File: src/oq_pkg.sv
package oq_pkg;

   // fixed by the register map, which has five drop counts.
   localparam int num_queues = 5;

   typedef logic [31:0] word_t;
   typedef logic [31:0] hash_t;
   typedef logic [2:0]  qidx_t;
   typedef logic [1:0]  resp_t;

   localparam resp_t resp_okay   = 2'b00;
   localparam resp_t resp_slverr = 2'b10;

   // offsets on address bits [7:0].
   localparam logic [7:0] reg_reset_drop_counts = 8'h01;
   localparam logic [7:0] reg_drop_count_base   = 8'h10; // 0x10 to 0x14.
   localparam logic [7:0] reg_split_ratio_base  = 8'h20; // 0x20 to 0x23.

   // about 1/5, 2/5, 3/5 and 4/5 of the hash range.
   localparam word_t split_ratio_0 = 32'd858993460;
   localparam word_t split_ratio_1 = 32'd1717986919;
   localparam word_t split_ratio_2 = 32'd2576980378;
   localparam word_t split_ratio_3 = 32'd3435973837;

   typedef struct packed {
      hash_t hash;
      word_t data;
   } pkt_t;

   typedef struct packed {
      pkt_t  pkt;
      qidx_t queue;
   } tagged_pkt_t;

   typedef struct packed {
      word_t ratio_0;
      word_t ratio_1;
      word_t ratio_2;
      word_t ratio_3;
   } split_ratios_t;

   typedef struct packed {
      word_t count_0;
      word_t count_1;
      word_t count_2;
      word_t count_3;
      word_t count_4;
   } drop_counts_t;

   typedef enum logic [1:0] {
      wr_idle,
      wr_data,
      wr_resp
   } wr_state_t;

   typedef enum logic {
      rd_idle,
      rd_resp
   } rd_state_t;

endpackage

File: src/oq_hash_splitter.sv
`timescale 1ns/1ps

module oq_hash_splitter (
   input  logic                  ACLK,
   input  logic                  ARESETN,
   input  logic                  pkt_valid,
   input  oq_pkg::pkt_t          pkt_in,
   input  oq_pkg::split_ratios_t split_ratios,
   output logic                  tag_valid,
   output oq_pkg::tagged_pkt_t   tag_pkt
);

   oq_pkg::qidx_t queue_idx;

   // index is the number of ratios at or below the hash.
   always_comb begin
      queue_idx = '0;
      if (split_ratios.ratio_0 <= pkt_in.hash) queue_idx = queue_idx + 3'd1;
      if (split_ratios.ratio_1 <= pkt_in.hash) queue_idx = queue_idx + 3'd1;
      if (split_ratios.ratio_2 <= pkt_in.hash) queue_idx = queue_idx + 3'd1;
      if (split_ratios.ratio_3 <= pkt_in.hash) queue_idx = queue_idx + 3'd1;
   end

   always_ff @(posedge ACLK) begin
      if (!ARESETN) begin
         tag_valid <= 1'b0;
      end else begin
         tag_valid <= pkt_valid;
      end
   end

   always_ff @(posedge ACLK) begin
      if (pkt_valid) begin
         tag_pkt.pkt   <= pkt_in;
         tag_pkt.queue <= queue_idx;
      end
   end

endmodule

File: src/oq_output_arbiter.sv
`timescale 1ns/1ps

module oq_output_arbiter (
   input  logic                          ACLK,
   input  logic                          ARESETN,
   input  logic [oq_pkg::num_queues-1:0] q_not_empty,
   input  logic                          out_pop,
   output oq_pkg::qidx_t                 sel_queue,
   output logic                          sel_valid
);

   oq_pkg::qidx_t rr_ptr;

   // first non-empty queue at or after the pointer.
   always_comb begin
      int cand;
      sel_valid = 1'b0;
      sel_queue = '0;
      cand      = 0;
      // walk backwards so the nearest candidate wins.
      for (int i = oq_pkg::num_queues - 1; i >= 0; i--) begin
         cand = int'(rr_ptr) + i;
         if (cand >= oq_pkg::num_queues) cand = cand - oq_pkg::num_queues;
         if (q_not_empty[cand]) begin
            sel_valid = 1'b1;
            sel_queue = oq_pkg::qidx_t'(cand);
         end
      end
   end

   always_ff @(posedge ACLK) begin
      if (!ARESETN) begin
         rr_ptr <= '0;
      end else if (out_pop && sel_valid) begin
         if (sel_queue == oq_pkg::qidx_t'(oq_pkg::num_queues - 1)) begin
            rr_ptr <= '0;
         end else begin
            rr_ptr <= sel_queue + 3'd1; // one past the popped queue.
         end
      end
   end

endmodule

File: src/oq_queue_bank.sv
`timescale 1ns/1ps

module oq_queue_bank #(
   parameter int QUEUE_DEPTH = 4
) (
   input  logic                          ACLK,
   input  logic                          ARESETN,
   input  logic                          tag_valid,
   input  oq_pkg::tagged_pkt_t           tag_pkt,
   input  logic                          pop,
   input  oq_pkg::qidx_t                 pop_queue,
   input  logic                          reset_drop_counts,
   output logic [oq_pkg::num_queues-1:0] q_not_empty,
   output oq_pkg::pkt_t                  head_pkt,
   output oq_pkg::drop_counts_t          drop_counts
);

   // depth is a power of two, so the pointers wrap on their own.
   localparam int ptr_w = $clog2(QUEUE_DEPTH);
   localparam int cnt_w = $clog2(QUEUE_DEPTH + 1);

   oq_pkg::pkt_t  mem      [oq_pkg::num_queues][QUEUE_DEPTH];
   logic [ptr_w-1:0] wr_ptr [oq_pkg::num_queues];
   logic [ptr_w-1:0] rd_ptr [oq_pkg::num_queues];
   logic [cnt_w-1:0] count  [oq_pkg::num_queues];
   oq_pkg::word_t drop_cnt [oq_pkg::num_queues];

   logic [oq_pkg::num_queues-1:0] push, pop_q, full, accept, drop;

   always_comb begin
      for (int q = 0; q < oq_pkg::num_queues; q++) begin
         push[q]        = tag_valid && (tag_pkt.queue == oq_pkg::qidx_t'(q));
         pop_q[q]       = pop && (pop_queue == oq_pkg::qidx_t'(q)) && (count[q] != '0);
         full[q]        = (count[q] == cnt_w'(QUEUE_DEPTH));
         // a pop in the same cycle frees the slot.
         accept[q]      = push[q] && (!full[q] || pop_q[q]);
         drop[q]        = push[q] && full[q] && !pop_q[q];
         q_not_empty[q] = (count[q] != '0);
      end
   end

   always_ff @(posedge ACLK) begin
      if (!ARESETN) begin
         for (int q = 0; q < oq_pkg::num_queues; q++) begin
            wr_ptr[q]   <= '0;
            rd_ptr[q]   <= '0;
            count[q]    <= '0;
            drop_cnt[q] <= '0;
         end
      end else begin
         for (int q = 0; q < oq_pkg::num_queues; q++) begin
            if (accept[q]) wr_ptr[q] <= wr_ptr[q] + 1'b1;
            if (pop_q[q]) rd_ptr[q] <= rd_ptr[q] + 1'b1;
            case ({accept[q], pop_q[q]})
               2'b10:   count[q] <= count[q] + 1'b1;
               2'b01:   count[q] <= count[q] - 1'b1;
               default: count[q] <= count[q];
            endcase
            if (reset_drop_counts) begin
               drop_cnt[q] <= '0; // held clear while the control is set.
            end else if (drop[q]) begin
               drop_cnt[q] <= drop_cnt[q] + 1'b1;
            end
         end
      end
   end

   always_ff @(posedge ACLK) begin
      for (int q = 0; q < oq_pkg::num_queues; q++) begin
         if (accept[q]) mem[q][wr_ptr[q]] <= tag_pkt.pkt;
      end
   end

   always_comb begin
      head_pkt = '0;
      if (pop_queue < oq_pkg::qidx_t'(oq_pkg::num_queues)) begin
         head_pkt = mem[pop_queue][rd_ptr[pop_queue]];
      end
   end

   assign drop_counts.count_0 = drop_cnt[0];
   assign drop_counts.count_1 = drop_cnt[1];
   assign drop_counts.count_2 = drop_cnt[2];
   assign drop_counts.count_3 = drop_cnt[3];
   assign drop_counts.count_4 = drop_cnt[4];

endmodule

File: src/output_queues_regs.sv
`timescale 1ns/1ps

module output_queues_regs #(
   parameter int ADDR_WIDTH = 32,
   parameter int DATA_WIDTH = 32
) (
   input  logic                    ACLK,
   input  logic                    ARESETN,

   input  logic [ADDR_WIDTH-1:0]   AWADDR,
   input  logic                    AWVALID,
   output logic                    AWREADY,

   input  logic [DATA_WIDTH-1:0]   WDATA,
   input  logic [DATA_WIDTH/8-1:0] WSTRB,
   input  logic                    WVALID,
   output logic                    WREADY,

   output oq_pkg::resp_t           BRESP,
   output logic                    BVALID,
   input  logic                    BREADY,

   input  logic [ADDR_WIDTH-1:0]   ARADDR,
   input  logic                    ARVALID,
   output logic                    ARREADY,

   output logic [DATA_WIDTH-1:0]   RDATA,
   output oq_pkg::resp_t           RRESP,
   output logic                    RVALID,
   input  logic                    RREADY,

   input  oq_pkg::drop_counts_t    drop_counts,
   output oq_pkg::split_ratios_t   split_ratios,
   output logic                    reset_drop_counts
);

   oq_pkg::wr_state_t     wr_state, wr_state_next;
   oq_pkg::rd_state_t     rd_state, rd_state_next;
   logic [7:0]            wr_offset, wr_offset_next;
   logic [7:0]            rd_offset, rd_offset_next;
   oq_pkg::resp_t         bresp_next;
   oq_pkg::split_ratios_t ratios_next;
   logic                  reset_drop_counts_next;
   oq_pkg::word_t         wdata_word;
   oq_pkg::word_t         rd_word;
   oq_pkg::resp_t         rd_resp;

   assign wdata_word = oq_pkg::word_t'(WDATA); // byte strobes are not used.

   assign AWREADY = (wr_state == oq_pkg::wr_idle);
   assign WREADY  = (wr_state == oq_pkg::wr_data);
   assign BVALID  = (wr_state == oq_pkg::wr_resp);
   assign ARREADY = (rd_state == oq_pkg::rd_idle);
   assign RVALID  = (rd_state == oq_pkg::rd_resp);

   // write side.
   always_comb begin
      wr_state_next          = wr_state;
      wr_offset_next         = wr_offset;
      bresp_next             = BRESP;
      ratios_next            = split_ratios;
      reset_drop_counts_next = reset_drop_counts;
      case (wr_state)
         oq_pkg::wr_idle: begin
            if (AWVALID) begin
               wr_offset_next = AWADDR[7:0];
               wr_state_next  = oq_pkg::wr_data;
            end
         end
         oq_pkg::wr_data: begin
            if (WVALID) begin
               bresp_next = oq_pkg::resp_okay;
               case (wr_offset)
                  oq_pkg::reg_reset_drop_counts:       reset_drop_counts_next = wdata_word[0];
                  oq_pkg::reg_split_ratio_base:        ratios_next.ratio_0 = wdata_word;
                  oq_pkg::reg_split_ratio_base + 8'd1: ratios_next.ratio_1 = wdata_word;
                  oq_pkg::reg_split_ratio_base + 8'd2: ratios_next.ratio_2 = wdata_word;
                  oq_pkg::reg_split_ratio_base + 8'd3: ratios_next.ratio_3 = wdata_word;
                  // drop counts are read only and land here too.
                  default: bresp_next = oq_pkg::resp_slverr;
               endcase
               wr_state_next = oq_pkg::wr_resp;
            end
         end
         oq_pkg::wr_resp: begin
            if (BREADY) begin
               wr_state_next = oq_pkg::wr_idle;
            end
         end
         default: wr_state_next = oq_pkg::wr_idle;
      endcase
   end

   // read side.
   always_comb begin
      rd_state_next  = rd_state;
      rd_offset_next = rd_offset;
      case (rd_state)
         oq_pkg::rd_idle: begin
            if (ARVALID) begin
               rd_offset_next = ARADDR[7:0];
               rd_state_next  = oq_pkg::rd_resp;
            end
         end
         oq_pkg::rd_resp: begin
            if (RREADY) begin
               rd_state_next = oq_pkg::rd_idle;
            end
         end
         default: rd_state_next = oq_pkg::rd_idle;
      endcase
   end

   always_comb begin
      rd_word = '0;
      rd_resp = oq_pkg::resp_okay;
      case (rd_offset)
         oq_pkg::reg_reset_drop_counts:       rd_word = {31'b0, reset_drop_counts};
         oq_pkg::reg_drop_count_base:         rd_word = drop_counts.count_0;
         oq_pkg::reg_drop_count_base + 8'd1:  rd_word = drop_counts.count_1;
         oq_pkg::reg_drop_count_base + 8'd2:  rd_word = drop_counts.count_2;
         oq_pkg::reg_drop_count_base + 8'd3:  rd_word = drop_counts.count_3;
         oq_pkg::reg_drop_count_base + 8'd4:  rd_word = drop_counts.count_4;
         oq_pkg::reg_split_ratio_base:        rd_word = split_ratios.ratio_0;
         oq_pkg::reg_split_ratio_base + 8'd1: rd_word = split_ratios.ratio_1;
         oq_pkg::reg_split_ratio_base + 8'd2: rd_word = split_ratios.ratio_2;
         oq_pkg::reg_split_ratio_base + 8'd3: rd_word = split_ratios.ratio_3;
         default: rd_resp = oq_pkg::resp_slverr;
      endcase
   end

   assign RDATA = RVALID ? DATA_WIDTH'(rd_word) : '0;
   assign RRESP = RVALID ? rd_resp : oq_pkg::resp_okay;

   always_ff @(posedge ACLK) begin
      if (!ARESETN) begin
         wr_state             <= oq_pkg::wr_idle;
         rd_state             <= oq_pkg::rd_idle;
         BRESP                <= oq_pkg::resp_okay;
         reset_drop_counts    <= 1'b0;
         split_ratios.ratio_0 <= oq_pkg::split_ratio_0;
         split_ratios.ratio_1 <= oq_pkg::split_ratio_1;
         split_ratios.ratio_2 <= oq_pkg::split_ratio_2;
         split_ratios.ratio_3 <= oq_pkg::split_ratio_3;
      end else begin
         wr_state          <= wr_state_next;
         rd_state          <= rd_state_next;
         BRESP             <= bresp_next;
         reset_drop_counts <= reset_drop_counts_next;
         split_ratios      <= ratios_next;
      end
   end

   always_ff @(posedge ACLK) begin
      wr_offset <= wr_offset_next;
      rd_offset <= rd_offset_next;
   end

endmodule

File: src/output_queues_top.sv
`timescale 1ns/1ps

module output_queues_top #(
   parameter int ADDR_WIDTH  = 32,
   parameter int DATA_WIDTH  = 32,
   parameter int QUEUE_DEPTH = 4
) (
   input  logic                    ACLK,
   input  logic                    ARESETN,

   input  logic [ADDR_WIDTH-1:0]   AWADDR,
   input  logic                    AWVALID,
   output logic                    AWREADY,
   input  logic [DATA_WIDTH-1:0]   WDATA,
   input  logic [DATA_WIDTH/8-1:0] WSTRB,
   input  logic                    WVALID,
   output logic                    WREADY,
   output oq_pkg::resp_t           BRESP,
   output logic                    BVALID,
   input  logic                    BREADY,
   input  logic [ADDR_WIDTH-1:0]   ARADDR,
   input  logic                    ARVALID,
   output logic                    ARREADY,
   output logic [DATA_WIDTH-1:0]   RDATA,
   output oq_pkg::resp_t           RRESP,
   output logic                    RVALID,
   input  logic                    RREADY,

   input  logic                    pkt_valid,
   input  oq_pkg::pkt_t            pkt_in,
   input  logic                    out_pop,
   output logic                    out_valid,
   output oq_pkg::pkt_t            out_pkt,
   output oq_pkg::qidx_t           out_queue
);

   oq_pkg::split_ratios_t         split_ratios;
   oq_pkg::drop_counts_t          drop_counts;
   logic                          reset_drop_counts;
   logic                          tag_valid;
   oq_pkg::tagged_pkt_t           tag_pkt;
   logic [oq_pkg::num_queues-1:0] q_not_empty;
   oq_pkg::qidx_t                 sel_queue;
   logic                          sel_valid;
   logic                          pop;

   assign pop       = out_pop && sel_valid; // pops only count with a packet shown.
   assign out_valid = sel_valid;
   assign out_queue = sel_queue;

   output_queues_regs #(
      .ADDR_WIDTH (ADDR_WIDTH),
      .DATA_WIDTH (DATA_WIDTH)
   ) output_queues_regs_i (
      .ACLK, .ARESETN,
      .AWADDR, .AWVALID, .AWREADY,
      .WDATA, .WSTRB, .WVALID, .WREADY,
      .BRESP, .BVALID, .BREADY,
      .ARADDR, .ARVALID, .ARREADY,
      .RDATA, .RRESP, .RVALID, .RREADY,
      .drop_counts, .split_ratios, .reset_drop_counts
   );

   oq_hash_splitter oq_hash_splitter_i (
      .ACLK, .ARESETN,
      .pkt_valid, .pkt_in, .split_ratios,
      .tag_valid, .tag_pkt
   );

   oq_queue_bank #(
      .QUEUE_DEPTH (QUEUE_DEPTH)
   ) oq_queue_bank_i (
      .ACLK, .ARESETN,
      .tag_valid, .tag_pkt,
      .pop, .pop_queue (sel_queue),
      .reset_drop_counts,
      .q_not_empty, .head_pkt (out_pkt), .drop_counts
   );

   oq_output_arbiter oq_output_arbiter_i (
      .ACLK, .ARESETN,
      .q_not_empty, .out_pop,
      .sel_queue, .sel_valid
   );

endmodule

File: config.mk
export PLATFORM = sky130hd
export DESIGN_NAME = output_queues_top
export DESIGN_NICKNAME = d
export VERILOG_FILES = /design/src/oq_pkg.sv /design/src/oq_hash_splitter.sv /design/src/oq_output_arbiter.sv /design/src/oq_queue_bank.sv /design/src/output_queues_regs.sv /design/src/output_queues_top.sv
export SDC_FILE = /design/constraint.sdc
export NUM_CORES = 2
export LEC_CHECK = 0
export ABC_AREA = 1
export BUFFER_PORTS_ARGS = -buffer_cell sky130_fd_sc_hd__buf_2
export CORE_UTILIZATION = 45
export CTS_CLUSTER_SIZE = 28
export DETAILED_ROUTE_END_ITERATION = 7
export GPL_ROUTABILITY_DRIVEN = 0
export GPL_TIMING_DRIVEN = 0
export HOLD_SLACK_MARGIN = 0.15
export PLACE_DENSITY = 0.7
export SYNTH_ARGS = -nofsm -noshare
export SYNTH_HDL_FRONTEND = slang
export SYNTH_HIERARCHICAL = 1
export SYNTH_SLANG_ARGS = --single-unit
File: constraint.sdc
create_clock -name ACLK -period 9.2 [get_ports ACLK]
set_input_delay 0.92 -clock ACLK [delete_from_list [all_inputs] [get_ports ACLK]]
set_output_delay 0.92 -clock ACLK [all_outputs]
set_load 0.03 [all_outputs]
==> results.toml <==
[outcome]
status = "finished, final reports clean"

[final_layout]
final_core_util = 0.517
area_growth_syn_to_layout_pct = 13.8
final_common_cell = "nand2_1"
num-fill-cells = 15220
drive_gt1_frac = 0.144
final_cell_mix = "nand2_1, edfxtp_1, nand3_1"
fin_area_mm2 = 0.0900
final_nets = 8651

[route]
drt_wl_total_mm = 275
drc = 0
viasPerCell = 5.82
dr.pass1.iters = 7
drt_iter0_drc = 9976
antenna_left = 0
wl_per_cell_um = 25.6
num_vias = 62656

[timing]
setup_viol = 0
worst_pin_slew_ps = 1230
relSlewSlack = 0.178
fmax_mhz = 127
rsz0062_at_grt = "false"
fin_skew_ps = 39.2
period_minus_slack_ps = 7870
finalHoldViolCount = 0
period_share = 0.855
maxSlewViolCount = 0

[global_route]
gr-total-overflow = 0
first_global_vias = 58195
antenna_found_initial = 15
grt_max_degree = 46
grt_pass1_wl_mm = 390
track_usage = 0.302

[flow_run]
cap_viol_max_count = 0

[floorplan]
start_util = 0.454
ios = 282
coreArea_mm2 = 0.174
die_h_um = 421
row_count = 153
die-area_mm2 = 0.177
die-width_um = 421

[critical_path]
crit_type = "reg2out"
arrival_ps = 6950
worstPathRequired_ps = 8280
end_kind = "output port"
cpLargestDelayFamily = "simple AND/OR/NAND/NOR gates"
crit_buf_inv = 6
cp_max_fo = 10
path_common_cell = "nand2_1"
start_kind = "flop"
critical-path-max-stage-delay_ps = 760
crit_slowest_cell = "nand2_1"

[synth]
syn_area_mm2 = 0.0791
synthAdderAreaFrac = 0.0301
synth-edff-count = 1558
synthMuxAreaShare = 0
synth_xor_area_frac = 0.00440
synth_top_family_by_area = "simple AND/OR/NAND/NOR gates"
avgSynthCellArea_um2 = 10.1
yosysWarningCount = 6
ys_seq_area_frac = 0.626
yosys.area_share.simple = 0.241
async_flop_share = 0
ys_ff_latch = 1695
synthFlopType = "edfxtp_1"
synthCells = 7836
synth.distinct_cells = 62
synth-compound-area-share = 0.0473

[clocking]
cts-resized-gates = 0
worstSkewPairLatency_ps = 860
htree_levels = 4
cts-root-buf = "clkbuf_16"
cts_setup_buffers = 0
cts_buffer_depth = 3
cts_tree = "yes"
cts_hold_buffers = 0
cts_buffers = 175
cts.clk_slew.worst_paths_ps = 60
clock_sinks = 1695

[placement]
dpl.hpwl_mm = 195
placed_area_mm2 = 0.0843
numPortBuffers = 227

[hold_path]
min_path_type = "in2reg"
[registers in the layout (all words and copies together), names as in the netlist]
signal and cells:
oq_hash_splitter_i/tag_valid 1, oq_queue_bank_i/rd_ptr 10, output_queues_regs_i/reset_drop_counts 1, oq_queue_bank_i/mem 1280, oq_queue_bank_i/wr_ptr 10, oq_queue_bank_i/count 15
output_queues_regs_i/wr_state 2, oq_hash_splitter_i/tag_pkt 67, output_queues_regs_i/BRESP 1, oq_queue_bank_i/drop_cnt 160, output_queues_regs_i/wr_offset 8, output_queues_regs_i/split_ratios 128
output_queues_regs_i/rd_offset 8, oq_output_arbiter_i/rr_ptr 3, output_queues_regs_i/RVALID 1
[routing by layer]
layer  GRT usage  vias up  wire (um)
met1       0.376    29635      96400
li1            -    27634          -
met3      0.0671      888      33900
met4       0.203       10      21300
met2       0.473     4489     124000
met5           0        -         65
[synthesized netlist by cell type (83+ instances only)]
| library cell | n | share of area |
|---|---|---|
| nand3_1 | 1123 | 0.071 |
| ha_1 | 184 | 0.029 |
| or2_2 | 240 | 0.019 |
| inv_1 | 505 | 0.024 |
| a21oi_1 | 365 | 0.023 |
| buf_2 | 221 | 0.014 |
| nor2_1 | 493 | 0.023 |
| nand2_1 | 2193 | 0.10 |
| edfxtp_1 | 1558 | 0.59 |
| dfxtp_1 | 137 | 0.035 |
| o21ai_0 | 202 | 0.013 |
| clkbuf_1 | 83 | 0.0039 |
[kinds of logic after synthesis]
kind of cell | Yosys count
AOI/OAI and AO/OA | 691
other | 1
xor gates and xnor gates | 38
adders and majority gates | 188
DFF | 1695
buffers and inverters | 919
and+or+nand+nor | 4304
[final timing paths]
path	start	to	slack, ps	depth (start not counted)
max	oq_output_arbiter_i/rr_ptr[1]	out_pkt[52]	1330	25
min	pkt_in[5]	oq_hash_splitter_i/tag_pkt[8]	250	1
max reg2reg	oq_output_arbiter_i/rr_ptr[1]	oq_queue_bank_i/mem[2][226]	3180	23
min reg2reg	output_queues_regs_i/split_ratios[88]	output_queues_regs_i/split_ratios[88]	480	2
[stage by stage]
| step | worst slack, ps | TNS (ps) | instances | hold WS [ps] |
|---|---|---|---|---|
| CTS | 1570 | 0 | 10755 | 203 |
| global placement | -1440 | -1030290 | 10389 | 461 |
| floorplan | 3000 | 0 | 7837 | 448 |
| detailed placement | 2470 | 0 | 10437 | 470 |
| finish | 1330 | 0 | 10760 | 246 |
| global route | 1200 | 0 | 10756 | 232 |
[layout make-up]
cell class                 count  area (um2)  area share
sequential                  1695       49500       0.550
multi-input combinational   5223       25700       0.286
clock buffer                 221        4690      0.0521
tap                         2325        2910      0.0323
timing repair buffer         276        2170      0.0241
inverter                     534        2010      0.0223
buffer                       385        2000      0.0223
clock inverter                97         962      0.0107
antenna                        4        10.0    0.000111
Power is left out: the tool's default activity adds up to more than one toggle a clock period on the data nets, which glitch-free logic cannot reach.
